===== src/mmio_regs.sv =====
`timescale 1ns/1ps
`default_nettype none

module mmio_regs (
    input wire CLOCK_50,
    input wire KEY0,
    input wire sdc_addr_we,
    input wire sdc_read_we,
    input wire uart_we,
    input wire [31:0] wdata,
    output logic [31:0] sd_addr,
    output logic sd_rd_start,
    output logic [31:0] uart_data,
    output logic uart_write
);

    // strobes are single cycle, so the pulses are too
    always_ff @(posedge CLOCK_50 or negedge KEY0) begin
        if (!KEY0) begin
            sd_addr <= 32'd0;
            sd_rd_start <= 1'b0;
            uart_write <= 1'b0;
        end else begin
            sd_rd_start <= sdc_read_we;
            uart_write <= uart_we;
            if (sdc_addr_we) begin
                sd_addr <= wdata;
            end
        end
    end

    // console byte rides alongside the pulse
    always_ff @(posedge CLOCK_50) begin
        if (uart_we) begin
            uart_data <= wdata;
        end
    end

endmodule

`default_nettype wire


===== config.mk =====
export PLATFORM = sky130hd
export DESIGN_NAME = mmio_regs
export DESIGN_NICKNAME = d
export VERILOG_FILES = /design/src/mmio_regs.sv
export SDC_FILE = /design/constraint.sdc
export NUM_CORES = 1
export LEC_CHECK = 0
export ABC_AREA = 1
export BUFFER_PORTS_ARGS = -buffer_cell sky130_fd_sc_hd__buf_2
export CAP_MARGIN = 20
export CELL_PAD_IN_SITES_DETAIL_PLACEMENT = 1
export CELL_PAD_IN_SITES_GLOBAL_PLACEMENT = 1
export CORE_AREA = 2 2 81 98
export DETAILED_ROUTE_END_ITERATION = 8
export DIE_AREA = 0 0 83 100
export PLACE_DENSITY = 0.76
export SYNTH_ARGS = -nofsm -noshare
export SYNTH_HDL_FRONTEND = slang
export SYNTH_SLANG_ARGS = --single-unit

===== constraint.sdc =====
create_clock -name CLOCK_50 -period 0.8 [get_ports CLOCK_50]
set_input_delay 0.04 -clock CLOCK_50 [delete_from_list [all_inputs] [get_ports CLOCK_50]]
set_output_delay 0.04 -clock CLOCK_50 [all_outputs]
set_load 0.03 [all_outputs]

**Yosys cells after proc, flatten, opt, wreduce, memory -nomap -nowiden**

Cells that the tools add are included.

- Logic and storage cells: 4
- Output and inout port bits: 66
- Input bits: 37
- Bits in registers: 66

**Depth between registers and ports, before layout**

- Depth after elaboration: 0
- Depth in mapped cells: 5
- Mapped depth without buffers: 3

**Worst setup path before layout**

Ideal clock, no wire load.

- Path type: reg2reg
- Start point: register, netlist name sd_addr[10]
- End point: register sd_addr[10]
- Period minus slack after synthesis: 0.734 ns
- Path slack: 0.066 ns
- Data arrival time: 0.616 ns
- Required time: 0.683 ns
- Path buffers: 0
- Cell stages (with the launch flop): 3
- Library setup time: 0.117 ns
- Path through: dfrtp_1 nand2_2 nand2_1

RTL lines:

| element | line | source |
|---|---|---|
| end signal: assignment | 27 | `sd_addr <= wdata;` |
| end: declaration | 11 | `output logic [31:0] sd_addr,` |

**Worst setup path in the final report**

- Start point: register uart_data[16]
- End point: output port uart_data[16]

RTL lines:

| element | line | source |
|---|---|---|
| start: declaration | 13 | `output logic [31:0] uart_data,` |
| start signal: assignment | 35 | `uart_data <= wdata;` |

No word-level cell between the ends.

==> impl_metrics.toml <==
[synth]
synth.most_common_cell = "nand2_1"
synth_nets = 207
seq_area_frac_synth_pct = 78.7
synthesis.area_sq_um = 2300
ys_async_sr_fraction_pct = 51.5
ys_types = 8
yosys-top-cells-area = "edfxtp_1 (42%), dfrtp_1 (37%), nand2_1 (14%)"
avgSynthCellArea_sq_um = 13.5
synthTopCellsByCount = "nand2_1 (86), dfrtp_1 (34), edfxtp_1 (32), nand2_2 (10)"
netlist.area_leader.share_pct = 41.7
ys_ff_latch = 66
synth_edf_count = 32
synthFlopType = "dfrtp_1"
yosysTopAreaCell = "edfxtp_1"
ys_warn_count = 0
syn_inst = 170

[clock_tree]
clk_pin_slew_worst_paths_ps = 70
cts_inserted_buffers = 9
cts_tree = "done"
clock_latency_ps = 320
htreeDepth = 3
cts_root_buf = "clkbuf_8"
cts_buffer_depth = 2
clock-sinks = 66

[final_layout]
final-seq-area_sq_um = 1810
multiInputGateArea_sq_um = 390
fill_cells = 796
antennaDiodeCount = 0
drive_above_1_share_pct = 45.8
nets = 379
post-route-util_pct = 54.5
syn_to_final_growth_pct = 77.0

[placement]
portBuffers = 102
place_congestion = 0.710
hpwl_um = 3720
dp_slack_ps = 133

[sta]
finalClockSkew_ps = 0
period_minus_slack_ps = 932
timing.final.ws_setup_ps = -132
worst_pin_slew_ps = 244
fmax_ghz = 1.07
whs_ps = 71.9
hold_viol_final = 0
setup-violations-final = 72
timing.final.crit_share_pct = 116
slew_headroom_pct = 83.7
maxSlewViolCount = 0
rsz0062_at_grt = "true"

[route]
wire_per_inst_um = 15.3
drt_pre_antenna_iters = 4
route.detailed.drc = 0
drt-total-wl_um = 6700
vias = 1864
antenna_left = 0
drtIter0Drc = 36
viasPerCell = 4.25

[die]
io_pins = 103
dieArea_sq_um = 8300
start_util_pct = 30.8
num_rows = 35
core-area_sq_um = 7490
die_w_um = 83
die_h_um = 100

[hold_path]
min_path_type = "in2reg"

[setup_path]
critPathBufInv = 1
cp_cell_sequence = "buf_6"
slowest_stage = "edfxtp_1"
crit_path_start_kind = "flip-flop"
crit_type = "reg2out"
critical_path.max_fanout = 1
critPathCaptureType = "output pin"
slowest_delay_ps = 410
crit_family = "flip-flops"
worst_ep_arrival_time_ps = 890
rrSetupSlack_ps = -70
crit_required_ps = 760

[job]
max_cap_viol_count = 0

[power_and_ir_drop]
power_leakage_nw = 1.97
powerDensity_nw_per_um2 = 2130
intPower_mw = 6.32
ir_drop_mv = 1.21
pwr-share-seq_pct = 46.5
pwr-share-comb_pct = 22.6
p_sw_share_pct = 27.3
p_switching_mw = 2.38
p_clk_share_pct = 30.9

[grt]
track_usage_pct = 16.9
grt-ovfl-total = 0
grt_max_degree = 35
grt_pass1_wl_um = 10800
grt_pass1_vias = 2099
antenna_found_initial = 0

[outcome]
status = "complete, but fails checks"
violations = "setup timing"
cell type report:
type                       count  share of cell area [%]
sequential                    66                    44.4
timing repair buffer         168                    38.3
multi-input combinational     96                    9.57
clock buffer                  13                    3.65
tap                           92                    2.82
clock inverter                 3                   0.951
inverter                       1                   0.276
worst reg2reg max path, cell delays in order, from the launching register on:
cell and delay [ps]:
dfrtp_1 400, buf_4 150, buf_4 120, nand2_2 50, nand2_1 40
cell usage in the layout, fill, tap and decap left out:
cell	n
edfxtp_1	32
buf_12	4
clkinv_1	1
inv_8	1
buf_4	26
bufinv_16	1
buf_2	36
dlygate4sd3_1	34
nand2_2	12
nand2_1	84
dfrtp_1	34
clkinv_2	1
clkbuf_1	3
buf_6	68
clkbuf_8	10
registers in the layout, indices dropped and copies added, names as in the netlist:
signal       count
sd_rd_start      1
uart_write       1
uart_data       32
sd_addr         32
path summary, 6_finish.rpt:
path	startpoint	to	cells past startpoint
hold / removal	uart_we	uart_write	2
setup reg to reg	sd_addr[3]	sd_addr[3]	4
hold reg to reg	sd_addr[11]	sd_addr[11]	2
setup / recovery	uart_data[16]	uart_data[16]	1
min in group asynchronous	KEY0	sd_addr[20]	3
max in group asynchronous	KEY0	uart_write	3
power groups by stage:
stage / clock network (mW) / logic [mW] / registers, mW
after detailed placement: 0 / 1.32 / 4.04
after global routing: 2.92 / 2.08 / 4.08
final: 2.68 / 1.97 / 4.04
after global placement: 0 / 1.29 / 4.03
after floorplan: 0 / 0.218 / 4.62
after CTS: 2.79 / 1.88 / 4.04
per-layer routing:
layer	track usage (%)	share of wire [%]	vias up
met1	18.0	37	906
met5	0	0	-
met4	4.92	0.87	0
met3	5.18	5.3	6
li1	-	-	886
met2	32.1	56	66
through the flow:
stage / cell area (sq um) / setup TNS (ps) / power (mW) / cells
4_1_cts: 3980 / -8430 / 8.71 / 427
5_1_grt: 4080 / -10270 / 9.08 / 439
2_1_floorplan: 2300 / 0 / 4.84 / 170
3_3_place_gp: 2920 / 0 / 5.32 / 362
3_5_place_dp: 2920 / 0 / 5.37 / 362
6_report: 4080 / -6940 / 8.70 / 439
what timing repair did:
action                     4_1_cts  5_1_grt
hold endpoints to repair        99        0
hold buffers                    34        0
cloned                           0        0
setup endpoints to repair       66       68
gates resized for setup        132        4
setup buffers                   15       12
kinds of logic after synthesis:
| kind of cell | synth area share [%] |
|---|---|
| flops | 78.7 |
| buf+inv | 4.62 |
| simple gates | 16.7 |
(Power assumes the default switching activity.)
