--- src/soc_pkg.sv ---
`default_nettype none

package soc_pkg;

    // bus widths
    localparam int addr_w = 64;
    localparam int data_w = 64;

    // on-chip ram, 32-bit words
    localparam logic [addr_w-1:0] ram_base = 64'h2000;
    localparam int ram_words = 1024;
    localparam int ram_aw = $clog2(ram_words);

    // single-register peripherals
    localparam logic [addr_w-1:0] key_addr = 64'h1_0000;
    localparam logic [addr_w-1:0] uart_addr = 64'h1_0008;
    localparam logic [addr_w-1:0] sdc_addr_addr = 64'h1_0010;
    localparam logic [addr_w-1:0] sdc_read_addr = 64'h1_0018;
    localparam logic [addr_w-1:0] sdc_ready_addr = 64'h1_0020;
    localparam logic [addr_w-1:0] sdc_avail_addr = 64'h1_0028;

    // sd sector window
    localparam logic [addr_w-1:0] sdc_buf_base = 64'h1_1000;
    localparam int sector_bytes = 512;
    localparam int sec_aw = $clog2(sector_bytes);
    // fill index at which a stale sector stops being reported
    localparam int avail_clear_idx = 10;

    // load size codes, stores reuse 0..3 as sb sh sw sd
    typedef enum logic [2:0] {
        lb = 3'd0,
        lh = 3'd1,
        lw = 3'd2,
        ld = 3'd3,
        lbu = 3'd4,
        lhu = 3'd5,
        lwu = 3'd6
    } ls_type_e;

    // decoded target of an access
    typedef enum logic [3:0] {
        ram,
        key,
        uart,
        sdc_addr,
        sdc_read,
        sdc_ready,
        sdc_avail,
        sdc_buf,
        none
    } region_e;

    // core request, held from strobe until done
    typedef struct packed {
        logic [addr_w-1:0] address;
        logic [data_w-1:0] wdata;
        ls_type_e ls_type;
    } bus_req_t;

    // one word port into the ram
    typedef struct packed {
        logic [ram_aw-1:0] index;
        logic [31:0] wdata;
        logic [3:0] be;
        logic we;
    } ram_port_t;

endpackage

`default_nettype wire

--- src/sd_sector_buffer.sv ---
`timescale 1ns/1ps
`default_nettype none

module sd_sector_buffer (
    input wire CLOCK_50,
    input wire KEY0,
    input wire [7:0] sd_dout,
    input wire sd_byte_available,
    input wire [soc_pkg::sec_aw-1:0] index,
    output logic [7:0] byte_out,
    output logic available
);

    logic [7:0] mem [soc_pkg::sector_bytes];
    // one extra bit so a full sector is visible
    logic [soc_pkg::sec_aw:0] fill;
    logic strobe_d;
    logic byte_edge;

    // one byte per rise of the strobe
    assign byte_edge = sd_byte_available && !strobe_d;

    always_ff @(posedge CLOCK_50 or negedge KEY0) begin
        if (!KEY0) begin
            strobe_d <= 1'b0;
            fill <= '0;
            available <= 1'b0;
        end else begin
            strobe_d <= sd_byte_available;
            if (byte_edge) begin
                fill <= fill + 1'b1;
            end
            // next sector underway, old data is stale
            if (fill == (soc_pkg::sec_aw + 1)'(soc_pkg::avail_clear_idx)) begin
                available <= 1'b0;
            end
            // full sector, wrap and flag
            if (fill == (soc_pkg::sec_aw + 1)'(soc_pkg::sector_bytes)) begin
                fill <= '0;
                available <= 1'b1;
            end
        end
    end

    always_ff @(posedge CLOCK_50) begin
        if (byte_edge) begin
            mem[fill[soc_pkg::sec_aw-1:0]] <= sd_dout;
        end
    end

    // combinational read for the bus
    assign byte_out = mem[index];

endmodule

`default_nettype wire

--- config.mk ---
export PLATFORM = sky130hd
export DESIGN_NAME = sd_sector_buffer
export DESIGN_NICKNAME = d
export VERILOG_FILES = /design/src/soc_pkg.sv /design/src/sd_sector_buffer.sv
export SDC_FILE = /design/constraint.sdc
export NUM_CORES = 2
export LEC_CHECK = 0
export BUFFER_PORTS_ARGS = -buffer_cell sky130_fd_sc_hd__buf_2
export CAP_MARGIN = 30
export CORE_MARGIN = 10
export CORE_UTILIZATION = 40
export CTS_CLUSTER_DIAMETER = 100
export CTS_CLUSTER_SIZE = 14
export DETAILED_ROUTE_END_ITERATION = 16
export SKIP_CTS_REPAIR_TIMING = 1
export SYNTH_ARGS = -nofsm -noshare
export SYNTH_HDL_FRONTEND = slang
export SYNTH_SLANG_ARGS = --single-unit
--- constraint.sdc ---
create_clock -name CLOCK_50 -period 5.8 [get_ports CLOCK_50]
set_input_delay 0.58 -clock CLOCK_50 [delete_from_list [all_inputs] [get_ports CLOCK_50]]
set_output_delay 0.58 -clock CLOCK_50 [all_outputs]
set_load 0.02 [all_outputs]
==> After elaboration in Yosys (flattened, before gate mapping) <==
Memory sizes are Yosys's and may differ from the RTL's.
Index checks and enable logic that the tools add are counted.
{ "word_totals": {"reg_bits": 12, "ramBits": 4096, "in_bits": 20, "out_inout_bits": 9, "elab_cells": 17, "n_memories": 1} }
{ "op_classes": {"add_sub_neg": 1, "eq_ne": 2, "n_mux": 6, "reduce_logical": 4} }
{ "mem_list": {"columns": ["name", "depth", "width", "read_ports", "rd_clocked_by_memory_dff", "wr", "line", "rtl"], "rows": [
  ["mem", 512, 8, 1, 0, 1, "sd_sector_buffer.sv:14", "logic [7:0] mem [soc_pkg::sector_bytes];"]
]} }
{ "ops": {"columns": ["cell", "count"], "rows": [
  ["2-to-1 mux 10 bit", 2],
  ["adder 10 x 1 -> 10 bit (second input constant)", 1],
  ["== test 10 bit (second input constant)", 1],
  ["== test 10 x 4 -> 1 bit (second input constant)", 1],
  ["2-to-1 mux 1 bit", 4],
  ["nonzero test 2 bit", 2],
  ["logical AND 1 bit", 1],
  ["logical NOT 1 bit", 1]
]} }

==> Logic depth before layout (Yosys ltp) <==
{ "depth": {"word_depth": 4, "depth_mapped": 13, "mapped_depth_nobuf": 7} }

==> Least setup slack after synthesis <==
No wires, ideal clock.
{ "synth_timing": {"kind": "input -> output", "from": "input index[0] in the netlist's numbering", "to": "output byte_out[0]", "t_arrival_ps": 2585, "required_ps": 5220, "setup_slack_ps": 2635, "path_stages": 8, "path_buffers": 3, "cell_sequence": "buf_6 -> buf_12 -> buf_2 -> mux4_2 -> mux4_2 -> o21ai_0 -> a21oi_1 -> and4b_1"} }
{ "synth_between": {"elab_chain_cells": 1} }
{ "synth_rtl": {"columns": ["element", "line", "rtl"], "rows": [
  ["from (decl)", "sd_sector_buffer.sv:9", "input wire [soc_pkg::sec_aw-1:0] index,"],
  ["memory read (512 x 8 bit)", null, null],
  ["to (decl)", "sd_sector_buffer.sv:10", "output logic [7:0] byte_out,"]
]} }
Every way passes these cells.

==> Worst setup path in the final report <==
{ "layout_timing": {"from": "input index[0] in the netlist's numbering", "to": "output byte_out[2]"} }
The elaborated chain is that of the path after synthesis.

==> impl_metrics.toml <==
[sta]
grt_setup_unrepaired = "false"
slew_viol_final = 0
tightest_slew_ps = 1350
fin_skew_ps = 33.4
max_slew_margin = 0.102
final.period_utilization = 0.923
post-route-min-period_ps = 5350
fin_ws_ps = 447
hold_viol_final = 0
tns_ps = 0
holdWs_ps = 124
max_freq_mhz = 187
setup_viol = 0

[placed_design]
dp_cells = 13100
place_congestion = 0.895
dp_hpwl_mm = 260
pre_cts_ws_ps = 597
place_area_um2 = 167000
numPortBuffers = 28

[run]
maxCapViolCount = 0

[floorplan]
core.rowCount = 233
initial_core_util = 0.401
die_h_um = 655
dieArea_um2 = 429000
core-area_um2 = 402000
io_pins = 29
dieWidth_um = 655

[critical_path]
crit_required_ps = 5220
path_class = "input port to output pin"
crit_fanout = 81
cp_data_arrival_time_ps = 4770
cp_slowest_cell = "a2111oi_0"
end_kind = "output pin"
cp_common_cell = "buf_12"
crit_path_max_incr_delay_ps = 720
cp_top_family = "simple AND/OR/NAND/NOR gates"
crit_chain = "buf_12, buf_12, mux2i_1, o221ai_1, a21oi_1, a2111oi_0, nand4b_1, nand4_1, and4b_1, buf_2"
reg2reg_setup_slack_ps = 1900
start_kind = "input port"
worst-path-buf-inv = 3

[global_routing]
grt_max_degree = 197
grt_pass1_wl_mm = 606
grt_pass1_vias = 80600
antenna_found_initial = 32
grt_usage = 0.193
gr-total-overflow = 0

[logic_synthesis]
syn_area_um2 = 161000
yosysTopAreaCell = "edfxtp_1"
yosys-top-cells-area = "edfxtp_1 76%, mux4_2 9.8%, mux2i_1 4.3%, o221ai_1 1.5%, nor2_1 1.4%"
yosysMostFrequentCell = "edfxtp_1"
synth.top_cell.area_share = 0.762
ys_ff_latch = 4108
synth_edf_count = 4096
synth_cell_types = 76
synthFlopType = "edfxtp_1"
synth_common_cells = "4,096 x edfxtp_1, 699 x mux4_2, 691 x mux2i_1, 583 x nor2_1, 276 x o221ai_1"
ys_warn_count = 0
ys_seq_area_frac = 0.764
syn_area_per_cell_um2 = 19.9
synthCells = 8122
ys_async_sr_fraction = 0.00292
syn_nets = 8146

[power_and_ir_drop]
power_frac_seq = 0.578
p_leak_nw = 54.2
p_sw_frac = 0.221
power.switching_mw = 12.5
internal_power_mw = 44.1
total_power_mw = 56.6
clkPwrFrac = 0.359
comb_power_share = 0.062
vdd_ir_drop_max_uv = 239
p_per_area_nw_per_um2 = 321

[run_status]
outcome = "finished, final reports clean"

[drt]
drc = 0
drtIter0Drc = 10900
vias_per_cell = 6.00
ant_nets = 0
wire_per_inst_um = 31.5
num_vias = 81200
dr.pass1.iters = 7
finalWirelength_mm = 426

[final_layout]
finalInstanceArea_um2 = 176000
fin_nets = 8211
layout-drive-gt1-share = 0.168
postLayoutCoreUtil = 0.438
final_cells = 13500
area_delta_synth_final_pct = 9.22

[clock_network]
cts_buffers = 331
clkTransAtPathRegs_ps = 60
insertion_delay_ps = 950
htreeDepth = 5
cts_buffer_depth = 4
root_buffer = "clkbuf_16"
clock_sinks = 4108
cts_tree = "done"

[worst_hold_path]
holdCritPathClass = "input port to async pin"
## placed cells by master (no fill, tap or decap), types with 60 or more instances in the layout
cell type  count
a21oi_1      146
buf_12        60
buf_4        156
clkbuf_16    337
edfxtp_1    4096
mux2i_1      691
mux4_2       699
nand2_1      193
nor2_1       581
nor3_1       169
o21ai_0       93
o221ai_1     276
o22ai_1      197
## registers in the layout, summed over array words and instances (netlist names)
signal     cells
available      1
fill          10
mem         4096
strobe_d       1
## final timing paths
| path | end | cells past startpoint | from |
|---|---|---|---|
| worst min-delay path | strobe_d$_DFF_PN0_ | 2 | KEY0 |
| min in group CLOCK_50 | mem[363][7]$_DFFE_PP_ | 1 | sd_dout[7] |
| worst max-delay path | byte_out[2] | 10 | index[0] |
| max in group asynchronous | fill[8]$_DFFE_PN0P_ | 2 | KEY0 |
| worst min register to register | fill[5]$_DFFE_PN0P_ | 1 | fill[5]$_DFFE_PN0P_ |
| worst max register to register | mem[287][5]$_DFFE_PP_ | 6 | strobe_d$_DFF_PN0_ |
## final cells by class
type                    count  area (µm²)
well taps                5287        6620
flip-flops and latches   4108      123000
fillers                 34100      226000
repair buffers            254        2810
clock buffers             365        8540
inverters                   5        31.3
clock inverters            21         270
diodes                     12        30.0
multi-input cells        3487       34800
## power groups by stage
stage	combinational (mW)	sequential, mW	clock [mW]
finish	3.52	32.8	20.4
global route	3.67	32.7	21.7
CTS	3.49	32.8	20.7
detailed placement	3.49	33.4	0
global placement	3.44	33.4	0
floorplan	1.81	33.4	0
## metal layers
layer  vias to the layer above  routed length [µm]  track usage
met3                       636               38600       0.0382
met4                         4               13200       0.0533
li1                      33600                   -            -
met1                     43200              173000        0.272
met2                      3804              202000        0.309
met5                         -                  27            0
## cells by family after synthesis
kind of cell,Yosys count,share of synthesized area
AOI/OAI and AO/OA,874,0.0386
and+or+nand+nor,1193,0.0331
xor gates and xnor gates,9,0.000488
muxes,1407,0.142
DFF,4108,0.764
buffers and inverters,527,0.0223
adders and majority gates,4,0.000310
Note: power is estimated with default switching activity, not from simulation.
