**src/soc_pkg.sv**
```systemverilog
`default_nettype none

package soc_pkg;

    // bus widths
    localparam int addr_w = 64;
    localparam int data_w = 64;

    // on-chip ram, 32-bit words
    localparam logic [addr_w-1:0] ram_base = 64'h2000;
    localparam int ram_words = 1024;
    localparam int ram_aw = $clog2(ram_words);

    // single-register peripherals
    localparam logic [addr_w-1:0] key_addr = 64'h1_0000;
    localparam logic [addr_w-1:0] uart_addr = 64'h1_0008;
    localparam logic [addr_w-1:0] sdc_addr_addr = 64'h1_0010;
    localparam logic [addr_w-1:0] sdc_read_addr = 64'h1_0018;
    localparam logic [addr_w-1:0] sdc_ready_addr = 64'h1_0020;
    localparam logic [addr_w-1:0] sdc_avail_addr = 64'h1_0028;

    // sd sector window
    localparam logic [addr_w-1:0] sdc_buf_base = 64'h1_1000;
    localparam int sector_bytes = 512;
    localparam int sec_aw = $clog2(sector_bytes);
    // fill index at which a stale sector stops being reported
    localparam int avail_clear_idx = 10;

    // load size codes, stores reuse 0..3 as sb sh sw sd
    typedef enum logic [2:0] {
        lb = 3'd0,
        lh = 3'd1,
        lw = 3'd2,
        ld = 3'd3,
        lbu = 3'd4,
        lhu = 3'd5,
        lwu = 3'd6
    } ls_type_e;

    // decoded target of an access
    typedef enum logic [3:0] {
        ram,
        key,
        uart,
        sdc_addr,
        sdc_read,
        sdc_ready,
        sdc_avail,
        sdc_buf,
        none
    } region_e;

    // core request, held from strobe until done
    typedef struct packed {
        logic [addr_w-1:0] address;
        logic [data_w-1:0] wdata;
        ls_type_e ls_type;
    } bus_req_t;

    // one word port into the ram
    typedef struct packed {
        logic [ram_aw-1:0] index;
        logic [31:0] wdata;
        logic [3:0] be;
        logic we;
    } ram_port_t;

endpackage

`default_nettype wire

```
**src/bus_controller.sv**
```systemverilog
`timescale 1ns/1ps
`default_nettype none

module bus_controller (
    input wire CLOCK_50,
    input wire KEY0,
    input wire soc_pkg::bus_req_t req,
    input wire read_en,
    input wire write_en,
    output logic [soc_pkg::data_w-1:0] read_data,
    output logic read_done,
    output logic write_done,
    output soc_pkg::ram_port_t ram_port,
    input wire [31:0] ram_rdata,
    output logic [soc_pkg::sec_aw-1:0] sdbuf_index,
    input wire [7:0] sdbuf_byte,
    input wire sdbuf_avail,
    input wire [7:0] key_code,
    input wire sd_ready,
    output logic sdc_addr_we,
    output logic sdc_read_we,
    output logic uart_we,
    output logic [31:0] mmio_wdata
);

    typedef enum logic [1:0] {st_idle, st_first, st_second} state_e;

    state_e state;
    // access kind, captured at the strobe
    logic is_read;
    // last cycle before done rises
    logic finish;
    soc_pkg::region_e region;
    logic [soc_pkg::addr_w-1:0] ram_off;
    logic [soc_pkg::addr_w-1:0] buf_off;
    logic [soc_pkg::ram_aw-1:0] word_idx;
    logic [1:0] offset;
    logic is_double;
    logic [soc_pkg::data_w-1:0] src_data;

    // address decode, request is stable for the whole access
    always_comb begin
        if (req.address >= soc_pkg::ram_base &&
            req.address < soc_pkg::ram_base + 64'(4 * soc_pkg::ram_words)) begin
            region = soc_pkg::ram;
        end else if (req.address == soc_pkg::key_addr) begin
            region = soc_pkg::key;
        end else if (req.address == soc_pkg::uart_addr) begin
            region = soc_pkg::uart;
        end else if (req.address == soc_pkg::sdc_addr_addr) begin
            region = soc_pkg::sdc_addr;
        end else if (req.address == soc_pkg::sdc_read_addr) begin
            region = soc_pkg::sdc_read;
        end else if (req.address == soc_pkg::sdc_ready_addr) begin
            region = soc_pkg::sdc_ready;
        end else if (req.address == soc_pkg::sdc_avail_addr) begin
            region = soc_pkg::sdc_avail;
        end else if (req.address >= soc_pkg::sdc_buf_base &&
                     req.address < soc_pkg::sdc_buf_base + 64'(soc_pkg::sector_bytes)) begin
            region = soc_pkg::sdc_buf;
        end else begin
            region = soc_pkg::none;
        end
    end

    assign ram_off = req.address - soc_pkg::ram_base;
    assign buf_off = req.address - soc_pkg::sdc_buf_base;
    assign word_idx = ram_off[soc_pkg::ram_aw+1:2];
    assign offset = req.address[1:0];
    assign is_double = (req.ls_type == soc_pkg::ld);
    assign sdbuf_index = buf_off[soc_pkg::sec_aw-1:0];
    assign mmio_wdata = req.wdata[31:0];

    // ram port, second beat goes to the next word
    always_comb begin
        ram_port.index = (state == st_second) ? word_idx + 1'b1 : word_idx;
        ram_port.we = !is_read && region == soc_pkg::ram && state != st_idle;
        case (req.ls_type)
            soc_pkg::lb: begin
                // sb, byte copied to every lane
                ram_port.be = 4'b0001 << offset;
                ram_port.wdata = {4{req.wdata[7:0]}};
            end
            soc_pkg::lh: begin
                ram_port.be = offset[1] ? 4'b1100 : 4'b0011;
                ram_port.wdata = {2{req.wdata[15:0]}};
            end
            default: begin
                // sw, or one half of sd
                ram_port.be = 4'b1111;
                ram_port.wdata = (state == st_second) ? req.wdata[63:32] : req.wdata[31:0];
            end
        endcase
    end

    // read source per region
    always_comb begin
        case (region)
            soc_pkg::ram: src_data = {32'd0, ram_rdata} >> {offset, 3'b000};
            soc_pkg::key: src_data = {56'd0, key_code};
            soc_pkg::sdc_ready: src_data = {63'd0, sd_ready};
            soc_pkg::sdc_avail: src_data = {63'd0, sdbuf_avail};
            soc_pkg::sdc_buf: src_data = {56'd0, sdbuf_byte};
            default: src_data = '0;
        endcase
    end

    // register strobes land in the finish cycle
    assign sdc_addr_we = finish && !is_read && region == soc_pkg::sdc_addr;
    assign sdc_read_we = finish && !is_read && region == soc_pkg::sdc_read;
    assign uart_we = finish && !is_read && region == soc_pkg::uart;

    always_ff @(posedge CLOCK_50 or negedge KEY0) begin
        if (!KEY0) begin
            state <= st_idle;
            is_read <= 1'b0;
            finish <= 1'b0;
            read_done <= 1'b1;
            write_done <= 1'b1;
            read_data <= '0;
        end else begin
            finish <= 1'b0;
            case (state)
                st_idle: begin
                    if (read_en || write_en) begin
                        state <= st_first;
                        is_read <= read_en;
                    end
                    if (read_en) begin
                        read_done <= 1'b0;
                    end
                    if (write_en) begin
                        write_done <= 1'b0;
                    end
                end
                st_first: begin
                    // only ld and sd to ram need a second beat
                    if (region == soc_pkg::ram && is_double) begin
                        state <= st_second;
                    end else begin
                        state <= st_idle;
                        finish <= 1'b1;
                    end
                end
                st_second: begin
                    // low word arrives here
                    if (is_read) begin
                        read_data <= {32'd0, ram_rdata};
                    end
                    state <= st_idle;
                    finish <= 1'b1;
                end
                default: state <= st_idle;
            endcase
            if (finish) begin
                read_done <= 1'b1;
                write_done <= 1'b1;
                if (is_read) begin
                    if (region == soc_pkg::ram && is_double) begin
                        read_data[63:32] <= ram_rdata;
                    end else begin
                        read_data <= src_data;
                    end
                end
            end
        end
    end

endmodule

`default_nettype wire

```
**config.mk**
```make
export PLATFORM = sky130hd
export DESIGN_NAME = bus_controller
export DESIGN_NICKNAME = d
export VERILOG_FILES = /design/src/soc_pkg.sv /design/src/bus_controller.sv
export SDC_FILE = /design/constraint.sdc
export NUM_CORES = 1
export LEC_CHECK = 0
export BUFFER_PORTS_ARGS = -buffer_cell sky130_fd_sc_hd__buf_2
export CORE_MARGIN = 2
export CORE_UTILIZATION = 30
export DETAILED_ROUTE_END_ITERATION = 7
export PLACE_DENSITY = 0.59
export SLEW_MARGIN = 30
export SYNTH_ARGS = -nofsm -noshare
export SYNTH_HDL_FRONTEND = slang
export SYNTH_SLANG_ARGS = --single-unit
```
**constraint.sdc**
```tcl
create_clock -name CLOCK_50 -period 3.9 [get_ports CLOCK_50]
set_clock_uncertainty 0.1 [all_clocks]
set_input_delay 0.39 -clock CLOCK_50 [delete_from_list [all_inputs] [get_ports CLOCK_50]]
set_output_delay 0.39 -clock CLOCK_50 [all_outputs]
set_load 0.01 [all_outputs]
```
# Word-level counts from Yosys, hierarchy flattened
# Cells that the tools add are included.
# classes
shifts	2
order_cmp	4
mux	30
n_eq_ne	18
addsub	3
reduce_logical	21
# ops
operator	count
64-bit by 17-bit == test with 1-bit output, second input constant	6
64-bit one-hot mux with 5 select lines	1
64-bit 2-to-1 mux	4
32-bit 2-to-1 mux	3
36-bit one-hot mux with 2 select lines	1
64-bit by 14-bit >= comparator with 1-bit output, second input constant	1
64-bit by 17-bit >= comparator with 1-bit output, second input constant	1
64-bit by 14-bit less-than comparator with 1-bit output, second input constant	1
64-bit by 17-bit less-than comparator with 1-bit output, second input constant	1
32-bit by 5-bit >> shifter with 64-bit output	1
4-bit 2-to-1 mux	9
4-bit by 3-bit == test with 1-bit output, second input constant	4
12-bit by 1-bit subtractor with 12-bit output, second input constant	1
10-bit by 1-bit adder with 10-bit output, second input constant	1
10-bit 2-to-1 mux	1
1-bit logical AND	9
9-bit by 1-bit subtractor with 9-bit output, second input constant	1
4-bit by 2-bit == test with 1-bit output, second input constant	2
2-bit nonzero test	4
1-bit 2-to-1 mux	7
2-bit AND reduction	3
4-bit by 1-bit == test with 1-bit output, second input constant	1
4-bit logical NOT	1
2-bit 2-to-1 mux	2
12 further kinds	12
# totals
elab_cells	84
out_inout_bits	157
register_bits	70

# Longest topological paths before layout
# depth
word_depth	15
mapped_depth	9

# Least setup slack after synthesis
# OpenSTA, ideal clock, no wires.
# synth_timing
kind	in2out
from	input port req[98] in the netlist's numbering
to	output port uart_we
path_buffers	0
t_arrival_ns	2.228
setup_slack_ns	1.182
stages	6
cell_sequence	nor4_1 nand3_1 nor3_1 a31oi_1 or3b_1 nor4_1
# synth_between
elab_chain_cells	12
word_cells_on_any_way	22
classes_between	4 x order compare; 7 x eq/ne; 8 x mux; 3 x reduce/logical
# synth_rtl
element	line	text
start: declaration	bus_controller.sv:7	input wire soc_pkg::bus_req_t req,
64-bit by 17-bit >= comparator with 1-bit output or 64-bit by 17-bit less-than comparator with 1-bit output (tied branches)	bus_controller.sv:58, bus_controller.sv:59	
1-bit logical AND	bus_controller.sv:58	end else if (req.address >= soc_pkg::sdc_buf_base &&
4-bit 2-to-1 mux	bus_controller.sv:58	
4-bit 2-to-1 mux	bus_controller.sv:56	end else if (req.address == soc_pkg::sdc_avail_addr) begin
4-bit 2-to-1 mux	bus_controller.sv:54	end else if (req.address == soc_pkg::sdc_ready_addr) begin
4-bit 2-to-1 mux	bus_controller.sv:52	end else if (req.address == soc_pkg::sdc_read_addr) begin
4-bit 2-to-1 mux	bus_controller.sv:50	end else if (req.address == soc_pkg::sdc_addr_addr) begin
4-bit 2-to-1 mux	bus_controller.sv:48	end else if (req.address == soc_pkg::uart_addr) begin
4-bit 2-to-1 mux	bus_controller.sv:46	end else if (req.address == soc_pkg::key_addr) begin
4-bit 2-to-1 mux *	bus_controller.sv:43	if (req.address >= soc_pkg::ram_base &&
4-bit by 2-bit == test with 1-bit output *	bus_controller.sv:111	assign uart_we = finish && !is_read && region == soc_pkg::uart;
1-bit logical AND *	bus_controller.sv:111	
end: declaration	bus_controller.sv:22	output logic uart_we,
# Every way passes the cells marked *; elsewhere a longest branch is shown, timed or not.

# Final worst setup path
# layout_timing
from	input port req[114] in the netlist's numbering
to	output port uart_we
# Same word-level chain as after synthesis.

==> results.sh <==
export IMPL_grt_first_pass_wirelength_mm=28.7
export IMPL_ys_types=58
export IMPL_root_buffer="clkbuf_16"
export IMPL_die_h_um=133
export IMPL_synth_cells=548
export IMPL_rows=47
export IMPL_finalNetCount=1027
export IMPL_path_class="input port to output pin"
export IMPL_ys_seq_area_share_pct=35.1
export IMPL_dr_total_vias=5446
export IMPL_synth_top_family_by_area="compound AO/OA/AOI/OAI gates"
export IMPL_clock_sinks=70
export IMPL_syn_to_final_growth_pct=38.1
export IMPL_path_clk_slew_ns=0.06
export IMPL_p_seq_share_pct=36.3
export IMPL_firstDrtPassIters=5
export IMPL_synth_compound_area_share_pct=21.5
export IMPL_synth_simple_area_share_pct=16.8
export IMPL_finalCritPeriodShare_pct=78.1
export IMPL_diodes=0
export IMPL_setup_tns_ns=0
export IMPL_intPower_uw=1630
export IMPL_status="complete, no violations"
export IMPL_netlist_area_um2=5000
export IMPL_finalSetupViolations=0
export IMPL_synth_fa_ha_area_share_pct=1.50
export IMPL_worst_path_max_delay_cell="or4_1"
export IMPL_pwr_share_comb_pct=33.9
export IMPL_max_clock_path_buffers=2
export IMPL_layout_min_cycle_time_ns=3.05
export IMPL_clk_latency_ns=0.33
export IMPL_synth_nets=739
export IMPL_wl_per_cell_um=18.2
export IMPL_synth_warnings=0
export IMPL_antenna_found_initial=1
export IMPL_dieArea_um2=17700
export IMPL_ys_top_cells_by_area="dfrtp_1, mux2i_1, a22o_1"
export IMPL_initial_core_util_pct=30.5
export IMPL_power_density_nw_per_um2=370
export IMPL_grt_max_degree=37
export IMPL_finalMaxSlewViolations=0
export IMPL_drive_gt1_share_pct=46.0
export IMPL_hold_viol_final=0
export IMPL_critPathCaptureType="output pin"
export IMPL_drv_cap=0
export IMPL_drc=0
export IMPL_synthMuxAreaShare_pct=13.9
export IMPL_htreeDepth=3
export IMPL_worst_slack_ns=0.854
export IMPL_synth_top_area_share_pct=34.1
export IMPL_antenna_left=0
export IMPL_cts_made_buffers=9
export IMPL_worst_pin_slew_ns=0.886
export IMPL_worstPathMaxFanout=9
export IMPL_hold_class="input port to register"
export IMPL_synth_edf_count=0
export IMPL_wl_mm=19.4
export IMPL_die_w_um=133
export IMPL_port_buffers=341
export IMPL_synth_top_area_cell="dfrtp_1"
export IMPL_critical_path_required_ns=3.41
export IMPL_preCtsSetupSlack_ns=0.824
export IMPL_grt_pass1_vias=4984
export IMPL_cpPeakStageDelay_ns=0.78
export IMPL_vias_per_cell=5.13
export IMPL_cts_tree="yes"
export IMPL_p_leak_uw=0.00373
export IMPL_coreArea_um2=16400
export IMPL_swShare_pct=36.1
export IMPL_ys_ff_latch=70
export IMPL_syn_avg_cell_area_um2=9.12
export IMPL_drtIter0Drc=285
export IMPL_synth_commonest_cells="dfrtp_1, mux2i_1, nand2_1, buf_4, a22o_1"
export IMPL_grt_overflow=0
export IMPL_synth_xor_xnor_area_share_pct=1.75
export IMPL_crit_path_start_kind="input port"
export IMPL_async_flop_share_pct=100
export IMPL_ys_flop_type="dfrtp_1"
export IMPL_critPathArrivalTime_ns=2.56
export IMPL_rsz0062_at_grt="no"
export IMPL_globalRouteTotalUtil_pct=20.7
export IMPL_yosysMostFrequentCell="dfrtp_1"
export IMPL_fmax_ghz=0.328
export IMPL_gp_congestion=0.836
export IMPL_power_switching_uw=922
export IMPL_crit_chain="buf_2 -> nor4_1 -> nand2_1 -> or4_1 -> or3b_1 -> nor4_1 -> buf_2"
export IMPL_dp_hpwl_mm=15.4
export IMPL_slew_headroom_pct=40.9
export IMPL_io_pins=342
export IMPL_clkPwrFrac_pct=29.8
export IMPL_max_vdd_ir_drop_mv=0.195
export IMPL_post_cts_resized=0
## path summary, 6_finish.rpt
path | endpoint | slack [ns] | start | depth (start not counted)
min | is_read$_DFFE_PN0P_ | 0.20 | read_en | 3
max | uart_we | 0.85 | req[114] | 7
max in group asynchronous | write_done$_DFFE_PN1P_ | 2.42 | KEY0 | 3
max reg2reg | read_data[19]$_DFF_PN0_ | 1.50 | is_read$_DFFE_PN0P_ | 4
min in group asynchronous | read_data[17]$_DFF_PN0_ | 0.48 | KEY0 | 2
min reg2reg | read_data[44]$_DFF_PN0_ | 0.40 | read_data[44]$_DFF_PN0_ | 1
## cells by family (layout without fill, tap and decap cells)
| kind of cell | after synthesis | count (layout) |
|---|---|---|
| muxes | 67 | 67 |
| DFF | 70 | 70 |
| adders and majority gates | 6 | 6 |
| AOI/OAI and AO/OA | 157 | 157 |
| buffers and inverters | 80 | 373 |
| xor gates and xnor gates | 10 | 10 |
| and+or+nand+nor | 158 | 158 |
## repair_timing
| item | 4_1_cts | 5_1_grt |
|---|---|---|
| setup endpoints to repair | 0 | 0 |
| hold buffers | 1 | 0 |
| buffers inserted | 0 | 0 |
| endpoints found under the hold margin | 23 | 0 |
## sequential cells by signal (all words and copies together), names as in the netlist
| name | count |
|---|---|
| state | 2 |
| write_done | 1 |
| finish | 1 |
| is_read | 1 |
| read_data | 64 |
| read_done | 1 |
## power groups by stage
stage                     Sequential, uW  Combinational [uW]  Clock, uW
after CTS                            926                 870        771
final                                927                 866        762
after global routing                 941                 942        810
after global placement               936                 867          0
after detailed placement             938                 866          0
after floorplan                      945                 475          0
## stage by stage
stage	power [uW]	cells	hold WS, ns	instance area [um^2]	util [%]
after floorplan	1420	548	-0.00559	5000	-
after global placement	1800	1044	0.316	6610	40.3
after detailed placement	1800	1044	0.316	6610	40.3
after CTS	2570	1061	0.192	6900	42.1
after global routing	2690	1061	0.228	6900	42.1
final	2550	1061	0.198	6900	42.1
## layout by cell type, fill, tap and decap left out, types with 5 or more instances in the layout
| master | netlist | layout |
|---|---|---|
| nand2_1 | 46 | 46 |
| o22ai_1 | 17 | 17 |
| o21ai_0 | 10 | 10 |
| a211oi_1 | 14 | 14 |
| a22o_1 | 40 | 40 |
| clkbuf_16 | 0 | 9 |
| nor2_1 | 37 | 36 |
| mux2_1 | 5 | 5 |
| xnor2_1 | 8 | 8 |
| nand4_1 | 6 | 6 |
| buf_4 | 41 | 9 |
| buf_2 | 6 | 341 |
| and3_1 | 7 | 7 |
| nor2b_1 | 16 | 16 |
| nand3_1 | 5 | 5 |
| a21oi_1 | 31 | 31 |
| inv_1 | 5 | 5 |
| mux2i_1 | 58 | 58 |
| nor4_1 | 16 | 16 |
| dfrtp_1 | 68 | 68 |
| a22oi_1 | 5 | 5 |
| ha_1 | 6 | 5 |
| a31oi_1 | 8 | 8 |
| o21ai_1 | 16 | 15 |
## area by class of cell
class	count	area, um^2
Fill cell	1664	9510
Multi-Input combinational cell	398	2790
Timing Repair Buffer	351	1780
Sequential cell	70	1750
Tap cell	220	275
Clock buffer	10	239
Clock inverter	6	37.5
Inverter	6	22.5
## critical path, delay by kind of cell
family,cells,cell delay [ns]
buf+inv,2,0.26
simple gates,5,1.90
## metal layers
layer / routed length, um / vias up / share of wire, % / track usage [%]
met4: 221 / 0 / 1.1 / 4.54
met3: 1320 / 13 / 6.8 / 3.07
met1: 8550 / 2582 / 44 / 28.9
met2: 9270 / 260 / 48 / 34.1
met5: 0 / - / 0 / 0
li1: - / 2591 / - / -
(Power assumes the default switching activity.)
