File: config.mk
export PLATFORM = sky130hd
export DESIGN_NAME = key_irq
export DESIGN_NICKNAME = d
export VERILOG_FILES = /design/src/key_irq.sv
export SDC_FILE = /design/constraint.sdc
export NUM_CORES = 1
export LEC_CHECK = 0
export ABC_CLOCK_PERIOD_IN_PS = 2000
export BUFFER_PORTS_ARGS = -buffer_cell sky130_fd_sc_hd__buf_2
export CORE_AREA = 2 2 39 41
export CTS_BUF_LIST = sky130_fd_sc_hd__clkbuf_16
export CTS_CLUSTER_SIZE = 24
export DETAILED_ROUTE_END_ITERATION = 6
export DIE_AREA = 0 0 41 43
export SYNTH_ARGS = -nofsm -noshare
export SYNTH_HDL_FRONTEND = slang
export SYNTH_SLANG_ARGS = --single-unit
File: constraint.sdc
create_clock -name CLOCK_50 -period 2 [get_ports CLOCK_50]
set_clock_uncertainty 0.1 [all_clocks]
set_input_delay 0.2 -clock CLOCK_50 [delete_from_list [all_inputs] [get_ports CLOCK_50]]
set_output_delay 0.2 -clock CLOCK_50 [all_outputs]
set_load 0.02 [all_outputs]
File: src/key_irq.sv
`timescale 1ns/1ps
`default_nettype none

module key_irq (
    input wire CLOCK_50,
    input wire KEY0,
    input wire [7:0] ascii,
    input wire key_pressed,
    input wire irq_ack,
    output logic [7:0] key_code,
    output logic [3:0] irq_vector,
    output logic irq_led
);

    logic pressed_d;

    always_ff @(posedge CLOCK_50 or negedge KEY0) begin
        if (!KEY0) begin
            pressed_d <= 1'b0;
            key_code <= 8'd0;
            irq_vector <= 4'd0;
            irq_led <= 1'b0;
        end else begin
            pressed_d <= key_pressed;
            // code taken on the press edge only
            if (key_pressed && !pressed_d) begin
                key_code <= ascii;
            end
            // level sensitive, held until acked
            if (key_pressed && ascii != 8'd0) begin
                irq_vector <= 4'd1;
                irq_led <= 1'b1;
            end
            // ack wins over a held key
            if (irq_vector != 4'd0 && irq_ack) begin
                irq_vector <= 4'd0;
                irq_led <= 1'b0;
            end
        end
    end

endmodule

`default_nettype wire

After elaboration in Yosys (flattened, before gate mapping)
Cells that the tools add are included.
{"block": "totals", "register_bits": 14, "input_bits": 12, "wordCells": 15}
{"block": "op_classes", "n_mux": 4, "reduce_logical": 7}
{"operator": "4-bit two-way mux", "n": 2}
{"operator": "8-bit nonzero test", "n": 1}
{"operator": "4-bit nonzero test", "n": 1}
{"operator": "1-bit logical AND", "n": 3}
{"operator": "1-bit two-way mux", "n": 2}
{"operator": "2-bit nonzero test", "n": 1}
{"operator": "1-bit logical NOT", "n": 1}

Longest topological paths before layout
Gate-level depths: netlist (run 1).
{"block": "logic_depth", "word_depth": 4, "ltp_mapped": 3, "depth_no_buf": 3}

Worst setup path after synthesis (run 1)
OpenSTA, ideal clock, no wires.
{"block": "synth_timing", "kind": "input port to flip-flop", "startpoint": "input ascii[7]", "endpoint": "register irq_led", "setup_time_ns": 0.131, "arrival_ns": 0.896, "setup_slack_ns": 0.873, "cell_stages": 3, "path_cell_list": "or4_1 -> o21ai_1 -> mux2i_1"}
{"block": "synth_between", "elab_chain_len": 3}
{"element": "start, declared", "line": "7", "rtl": "input wire [7:0] ascii,"}
{"element": "8-bit nonzero test", "line": "30", "rtl": "if (key_pressed && ascii != 8'd0) begin"}
{"element": "1-bit logical AND", "line": "30"}
{"element": "2-bit nonzero test (no source line)"}
{"element": "end signal, assigned", "line": "22", "rtl": "irq_led <= 1'b0;"}
{"element": "end signal, assigned", "line": "32", "rtl": "irq_led <= 1'b1;"}
{"element": "end signal, assigned", "line": "37", "rtl": "irq_led <= 1'b0;"}
{"element": "end, declared", "line": "12", "rtl": "output logic irq_led"}
No other way between the ends.
A chain may end at the register's enable or synchronous reset.

Final worst setup path (run 1)
{"block": "layout_timing", "startpoint": "input key_pressed", "endpoint": "register key_code[0]"}
{"block": "layout_between", "elab_chain_len": 1}
{"element": "start, declared", "line": "8", "rtl": "input wire key_pressed,"}
{"element": "1-bit logical AND", "line": "26", "rtl": "if (key_pressed && !pressed_d) begin"}
{"element": "end signal, assigned", "line": "27", "rtl": "key_code <= ascii;"}
{"element": "end, declared", "line": "10", "rtl": "output logic [7:0] key_code,"}
No other way between the ends.

==> results of run 1 <==
## flip-flops by register name (all words and copies together), names as in the netlist
register   flops
pressed_d      1
irq_led        1
key_code       8
## routing by layer
metal | wire length [um] | share of wire [%] | vias to the layer above
li1 | - | - | 139
met1 | 283 | 35 | 148
met2 | 433 | 54 | 10
met3 | 59 | 7.3 | 5
met4 | 31 | 3.8 | 0
met5 | 0 | 0 | -
## cell families after synthesis
kind of cell / share of synthesized area [%]
AND/OR/NAND/NOR: 5.12
flip-flops: 60.2
AO/OA/AOI/OAI: 1.20
other: 0.903
multiplexers: 24.1
buffers and inverters: 8.43
## Yosys cell counts
master	count	area (um2)
mux2i_1	1	10.0
dfrtp_1	10	250
conb_1	1	3.75
buf_4	4	30.0
o21ai_1	1	5.00
buf_2	1	5.00
nand2b_1	1	6.26
mux2_2	8	90.1
or4_1	2	15.0
## power groups by stage
stage / Combinational (uW) / Sequential [uW] / Clock [uW]
2_1_floorplan: 44.6 / 278 / 0
5_1_grt: 129 / 246 / 366
4_1_cts: 122 / 243 / 352
6_report: 120 / 243 / 343
3_5_place_dp: 119 / 245 / 0
3_3_place_gp: 118 / 245 / 0
## path summary, 6_finish.rpt
kind	start	to	slack, ns	depth (start not counted)
max	key_pressed	key_code[0]$_DFFE_PN0P_	0.48	4
min	irq_ack	irq_led$_DFFE_PN0P_	0.05	2
max reg2reg	pressed_d$_DFF_PN0_	key_code[0]$_DFFE_PN0P_	0.77	2
min reg2reg	key_code[4]$_DFFE_PN0P_	key_code[4]$_DFFE_PN0P_	0.39	1
max in group asynchronous	KEY0	key_code[0]$_DFFE_PN0P_	1.36	2
min in group asynchronous	KEY0	pressed_d$_DFF_PN0_	0.25	2
## worst max-delay path, cell delays in order
cell and delay [ns]:
dlygate4sd3_1 0.53, buf_2 0.14, nand2b_1 0.29, mux2_2 0.38
## through the flow
step                      worst slack [ns]  utilization, %  power (uW)
after floorplan                      0.873               -         323
after global placement               0.719            37.1         363
after detailed placement             0.708            37.1         364
after CTS                            0.482            43.9         718
after global routing                 0.419            43.9         740
final                                0.478            43.9         706
## area by class of cell
cell class / instances / area share, %
clock buffer: 3 / 12.3
multi-input combinational: 16 / 22.6
sequential: 10 / 41.2
tap: 16 / 3.29
timing repair buffer: 23 / 20.6
==> impl_metrics.yaml, run 1 <==
drt:
  routed_wl_um: 807
  drt-vias-per-instance: 4.44
  avgRoutedWirePerCell_um: 11.9
  antenna_left: 0
  drcViolationCount: 0
  drtPass1Iterations: 2
  drtIter0Drc: 1
  via_count: 302
clock_network:
  cts_repair_resize_count: 0
  clk_latency_ns: 0.23
  cts_tree: "done"
  cts_max_path_buffers: 2
  cts_root_buf: "clkbuf_16"
  cts_made_buffers: 3
  cts_hold_buf: 2
  htreeDepth: 1
  cts_setup_buffers: 0
  cts.sinks: 10
  path_clk_slew_ns: 0.04
finish:
  register_area_um2: 250
  finalInstanceArea_um2: 608
  fill_cells: 137
  multiInputGateArea_um2: 138
  final_cell_mix: "21 x buf_2, 10 x dfrtp_1, 8 x mux2_2, 3 x conb_1, 3 x clkbuf_16"
  drive_above_1_share_pct: 61.5
  antenna_cells: 0
  area_growth_pct: 46.4
  stdcell_count: 68
  nNetsFinal: 66
  layout_commonest_cell: "buf_2"
global_route:
  antenna_found_initial: 0
  grtUsageMet1_pct: 10.2
  grt_pass1_vias: 289
  grtUsageTotal_pct: 11.5
  grt-ovfl-total: 0
  grt_pass1_wl_mm: 1.18
  top_usage_layer: "met2"
  grt_max_degree: 11
  use_met3_pct: 6.28
  grt_use_met2_pct: 16.6
run:
  drv_cap: 0
power:
  comb_power_share_pct: 17.0
  swShare_pct: 23.5
  seq_power_share_pct: 34.4
  power_density_nw_per_um2: 1160
  p_sw_uw: 166
  leakagePower_uw: 0.000299
  vdd_drop_max_mv: 0.658
  intPower_uw: 540
  clockPowerShare_pct: 48.6
timing:
  fin_crit_sh_pct: 76.1
  setup-violations-final: 0
  clock.fmax_ghz: 0.657
  finalHoldViolCount: 0
  period_needed_ns: 1.52
  maxSlewViolCount: 0
  holdWs_ns: 0.0498
  rsz0062_at_grt: "no"
  tns_ns: 0
floorplan:
  core_area_um2: 1380
  die_h_um: 43
  start_util_pct: 30.0
  rows: 14
  io_pins: 25
  dieWidth_um: 41
  die_area_um2: 1760
place:
  place_congestion: 0.694
  dp_cells: 63
  post_dp_cell_area_um2: 513
  place.detailed.hpwl_um: 628
  port-buffer-count: 21
min_path:
  hp-class: "in -> reg"
critical_path:
  cp.required_ns: 2.01
  crit_fanout: 8
  path_class: "in -> reg"
  cp.arrival_ns: 1.54
  endpoint_kind: "flop"
  critPathLaunchType: "input pin"
synthesis:
  ys_ff_latch: 10
  syn_avg_cell_area_um2: 14.3
  ys_types: 9
  netlist_area_um2: 415
  syn_inst: 29
  ys_seq_area_share_pct: 60.2
  ys_warn_count: 0
outcome:
  status: "complete, no violations"
(Power assumes the default switching activity.)
==> inputs of run 2 (changes only) <==
ABC_CLOCK_PERIOD_IN_PS = 1300   (was 2000)
clock period = 1.3 ns   (was 2 ns; I/O delays follow)
==> impl_metrics.yaml, run 2 (same netlist as run 1, synthesis figures left out) <==
critical_path:
  cp.required_ns: 1.32
  endpoint_kind: "flop"
  cp-startpoint: "pressed_d$_DFF_PN0_"
  crit_fanout: 8
  reg2reg_from: "pressed_d$_DFF_PN0_"
  path_class: "reg -> reg"
  cp.arrival_ns: 1.26
  critPathLaunchType: "flop"
  ff2ff_path_depth: 2
min_path:
  worstHoldPathCells: 2
  hp-class: "in -> reg"
  min_from: "ascii[7]"
finish:
  multiInputGateArea_um2: 138
  top_regs: "key_code: 8 flops, irq_led: 1 flops, pressed_d: 1 flops"
  layout_commonest_cell: "buf_2"
  stdcell_count: 70
  antenna_cells: 0
  area_growth_pct: 49.7
  largest_register: "key_code"
  drive_above_1_share_pct: 59.3
  register_area_um2: 250
  nNetsFinal: 67
  largest_reg_flops: 8
  fill_cells: 135
  final_cell_mix: "21 x buf_2, 10 x dfrtp_1, 8 x mux2_2"
  finalInstanceArea_um2: 622
power:
  power_density_nw_per_um2: 1770
  vdd_drop_max_mv: 0.871
  leakagePower_uw: 0.000305
drt:
  drtPass1Iterations: 2
  drt-vias-per-instance: 4.09
  avgRoutedWirePerCell_um: 10.5
  drtIter0Drc: 1
  via_count: 286
  antenna_left: 0
  drcViolationCount: 0
  routed_wl_um: 732
place:
  place_congestion: 0.698
  post_dp_cell_area_um2: 513
  place.detailed.hpwl_um: 576
  port-buffer-count: 21
  dp_cells: 63
run:
  drv_cap: 0
clock_network:
  htreeDepth: 1
  cts_max_path_buffers: 2
  path_clk_slew_ns: 0.04
  cts_tree: "done"
  cts.sinks: 10
  cts_root_buf: "clkbuf_16"
  cts_setup_buffers: 0
  clk_latency_ns: 0.23
  cts_made_buffers: 3
timing:
  clock.fmax_ghz: 0.808
  fin_crit_sh_pct: 95.2
  holdWs_ns: 0.0394
  finalHoldViolCount: 0
  rsz0062_at_grt: "no"
  period_needed_ns: 1.24
  setup-violations-final: 0
  maxSlewViolCount: 0
  tns_ns: 0
global_route:
  grtUsageMet1_pct: 11.1
  antenna_found_initial: 0
  use_met3_pct: 7.85
  grt_use_met2_pct: 11.9
  grt_pass1_vias: 260
  top_usage_layer: "met2"
  grt_pass1_wl_mm: 1.04
  grt_max_degree: 11
  grtUsageTotal_pct: 9.98
  grt-ovfl-total: 0
floorplan:
  dieWidth_um: 41
  rows: 14
  core_area_um2: 1380
  io_pins: 25
  die_h_um: 43
  start_util_pct: 30.0
  die_area_um2: 1760
outcome:
  status: "complete, no violations"
-- run 2: per-stage QoR --
| stage | util, % | total power [uW] | setup slack (ns) |
|---|---|---|---|
| finish | 44.9 | 1100 | 0.0621 |
| global route | 44.9 | 1150 | 0.0412 |
| CTS | 44.9 | 1110 | 0.0731 |
| detailed placement | 37.1 | 560 | 0.0704 |
| global placement | 37.1 | 558 | 0.0835 |
| floorplan | - | 497 | 0.197 |
-- run 2: layout make-up --
cell class                      count  share of cell area [%]
Clock buffer                        3                    12.1
Sequential cell                    10                    40.2
Tap cell                           16                    3.22
Timing Repair Buffer               24                    21.7
Clock inverter                      1                   0.604
Multi-Input combinational cell     16                    22.1
-- run 2: what timing repair did --
action                                  in CTS  in global routing
gates resized for setup                      0                  0
hold buffers                                 3                  0
endpoints found under the hold margin       12                  0
endpoints found under the setup margin       0                  0
-- run 2: worst paths after layout --
path / endpoint / slack (ns)
setup / recovery: key_code[1]$_DFFE_PN0P_ / 0.06
hold / removal: key_code[7]$_DFFE_PN0P_ / 0.04
setup reg to reg: key_code[1]$_DFFE_PN0P_ / 0.06
hold reg to reg: irq_led$_DFFE_PN0P_ / 0.38
max in group asynchronous: key_code[6]$_DFFE_PN0P_ / 0.73
min in group asynchronous: pressed_d$_DFF_PN0_ / 0.18
-- run 2: layer usage --
| layer | share of wire, % | vias up | wire, um |
|---|---|---|---|
| met1 | 41 | 133 | 302 |
| met2 | 49 | 9 | 359 |
| met5 | 0 | - | 0 |
| li1 | - | 142 | - |
| met3 | 7.8 | 2 | 57 |
| met4 | 1.5 | 0 | 11 |
-- run 2: power by group --
group | internal [uW] | switching, uW | leakage, uW
combinational | 80.5 | 106 | 0.000149
clock | 403 | 138 | 0.0000385
sequential | 354 | 18.3 | 0.000117
total | 837 | 262 | 0.000305
-- run 2: worst max-delay path, stage by stage, from the launching register on --
cell and delay [ns]:
dfrtp_1 0.31, nand2b_1 0.33, mux2_2 0.38
==> inputs of run 3 (changes only) <==
BUFFER_PORTS_ARGS = not set   (was -buffer_cell sky130_fd_sc_hd__buf_2)
DONT_BUFFER_PORTS = 1   (was not set)
==> impl_metrics.yaml, run 3 (same netlist as run 1, synthesis figures left out) <==
global_route:
  grt_pass1_vias: 317
  grtUsageTotal_pct: 11.0
  grt-ovfl-total: 0
  grt_max_degree: 11
  grt_pass1_wl_mm: 1.24
  antenna_found_initial: 0
floorplan:
  core_area_um2: 1380
  start_util_pct: 30.0
  io_pins: 25
  die_h_um: 43
  die_area_um2: 1760
  rows: 14
  dieWidth_um: 41
finish:
  layout_commonest_cell: "dlygate4sd3_1"
  drive_above_1_share_pct: 29.3
  fill_cells: 118
  stdcell_count: 57
  top_regs: "key_code: 8 flops, irq_led: 1 flops, pressed_d: 1 flops"
  largest_register: "key_code"
  largest_reg_flops: 8
  nNetsFinal: 55
  register_area_um2: 250
  area_growth_pct: 44.6
  multiInputGateArea_um2: 138
  final_cell_mix: "11 x dlygate4sd3_1, 10 x dfrtp_1, 8 x mux2_2, 3 x conb_1, 3 x clkbuf_16"
  antenna_cells: 0
  final_util_pct: 43.4
drt:
  met1_length_um: 289
  avgRoutedWirePerCell_um: 14.7
  via_count: 263
  routed_wl_um: 838
  drt-vias-per-instance: 4.61
  drcViolationCount: 0
  drtIter0Drc: 2
  wl_met2_um: 490
  antenna_left: 0
  drtPass1Iterations: 2
  dr.max_layer_used: "met4"
  dr_wl_met3_um: 47
timing:
  setup-violations-final: 0
  tns_ns: 0
  rsz0062_at_grt: "no"
  finalHoldViolCount: 0
  clock.fmax_ghz: 0.818
  period_needed_ns: 1.22
  fin_crit_sh_pct: 94.0
  layout_setup_ws_ns: 0.0774
  maxSlewViolCount: 0
run:
  drv_cap: 0
clock_network:
  cts_repair_resize_count: 0
  clk_latency_ns: 0.23
  cts_root_buf: "clkbuf_16"
  cts_max_path_buffers: 2
  cts_tree: "done"
  cts_made_buffers: 3
  cts.sinks: 10
  cts_setup_buffers: 0
  htreeDepth: 1
  path_clk_slew_ns: 0.04
critical_path:
  reg2reg_to: "key_code[1]$_DFFE_PN0P_"
  cp.arrival_ns: 1.23
  path_class: "reg -> reg"
  reg2reg_from: "pressed_d$_DFF_PN0_"
  cp.required_ns: 1.31
  endpoint_kind: "flop"
  ff2ff_path_depth: 2
  crit_fanout: 8
  rrSetupSlack_ns: 0.08
  critPathLaunchType: "flop"
power:
  leakagePower_uw: 0.000258
  power_density_nw_per_um2: 1760
  vdd_drop_max_mv: 0.865
  power_uw: 1060
min_path:
  hp-class: "in -> reg"
  min_from: "ascii[0]"
  hold_path_end: "irq_led$_DFFE_PN0P_"
  worstHoldPathCells: 3
place:
  place_congestion: 0.584
  place_ws_ns: 0.0786
  port-buffer-count: 0
  dp_cells: 43
outcome:
  status: "complete, no violations"
[run 3: timing repair]
action | 4_1_cts | 5_1_grt
endpoints found under the hold margin | 20 | 0
hold buffers | 11 | 0
endpoints found under the setup margin | 0 | 0
[run 3: final cells by class]
| class | count | area share, % |
|---|---|---|
| Sequential cell | 10 | 41.7 |
| Multi-Input combinational cell | 16 | 22.9 |
| Timing Repair Buffer | 12 | 19.6 |
| Clock buffer | 3 | 12.5 |
| Tap cell | 16 | 3.33 |
[run 3: worst max path at each step]
stage | start | to | cells after the start
2_1_floorplan | pressed_d$_DFF_PN0_ | key_code[0]$_DFFE_PN0P_ | 3
3_3_place_gp | pressed_d$_DFF_PN0_ | key_code[4]$_DFFE_PN0P_ | 2
3_5_place_dp | pressed_d$_DFF_PN0_ | key_code[6]$_DFFE_PN0P_ | 2
4_1_cts | pressed_d$_DFF_PN0_ | key_code[6]$_DFFE_PN0P_ | 2
5_1_grt | pressed_d$_DFF_PN0_ | key_code[6]$_DFFE_PN0P_ | 2
6_report | pressed_d$_DFF_PN0_ | key_code[1]$_DFFE_PN0P_ | 2
[run 3: critical path, stage by stage, from the launching register on]
cell	delay, ns
dfrtp_1	0.30
nand2b_1	0.32
mux2_2	0.38
[run 3: stage by stage]
step | cell area, um2 | hold WS, ns
after floorplan | 423 | -0.266
after global placement | 415 | -0.265
after detailed placement | 415 | -0.265
after CTS | 601 | 0.111
after global routing | 601 | 0.133
final | 601 | 0.126
[run 3: metal layers]
| metal | GRT usage [%] | vias to the layer above |
|---|---|---|
| li1 | - | 116 |
| met1 | 11.0 | 135 |
| met2 | 17.2 | 10 |
| met3 | 4.19 | 2 |
| met4 | 8.00 | 0 |
| met5 | 0 | - |
[run 3: report_power, final]
part | internal [uW] | total (uW) | switching, uW
logic | 59.9 | 104 | 44.0
clock network | 397 | 525 | 128
registers | 354 | 427 | 72.5
total | 812 | 1060 | 244
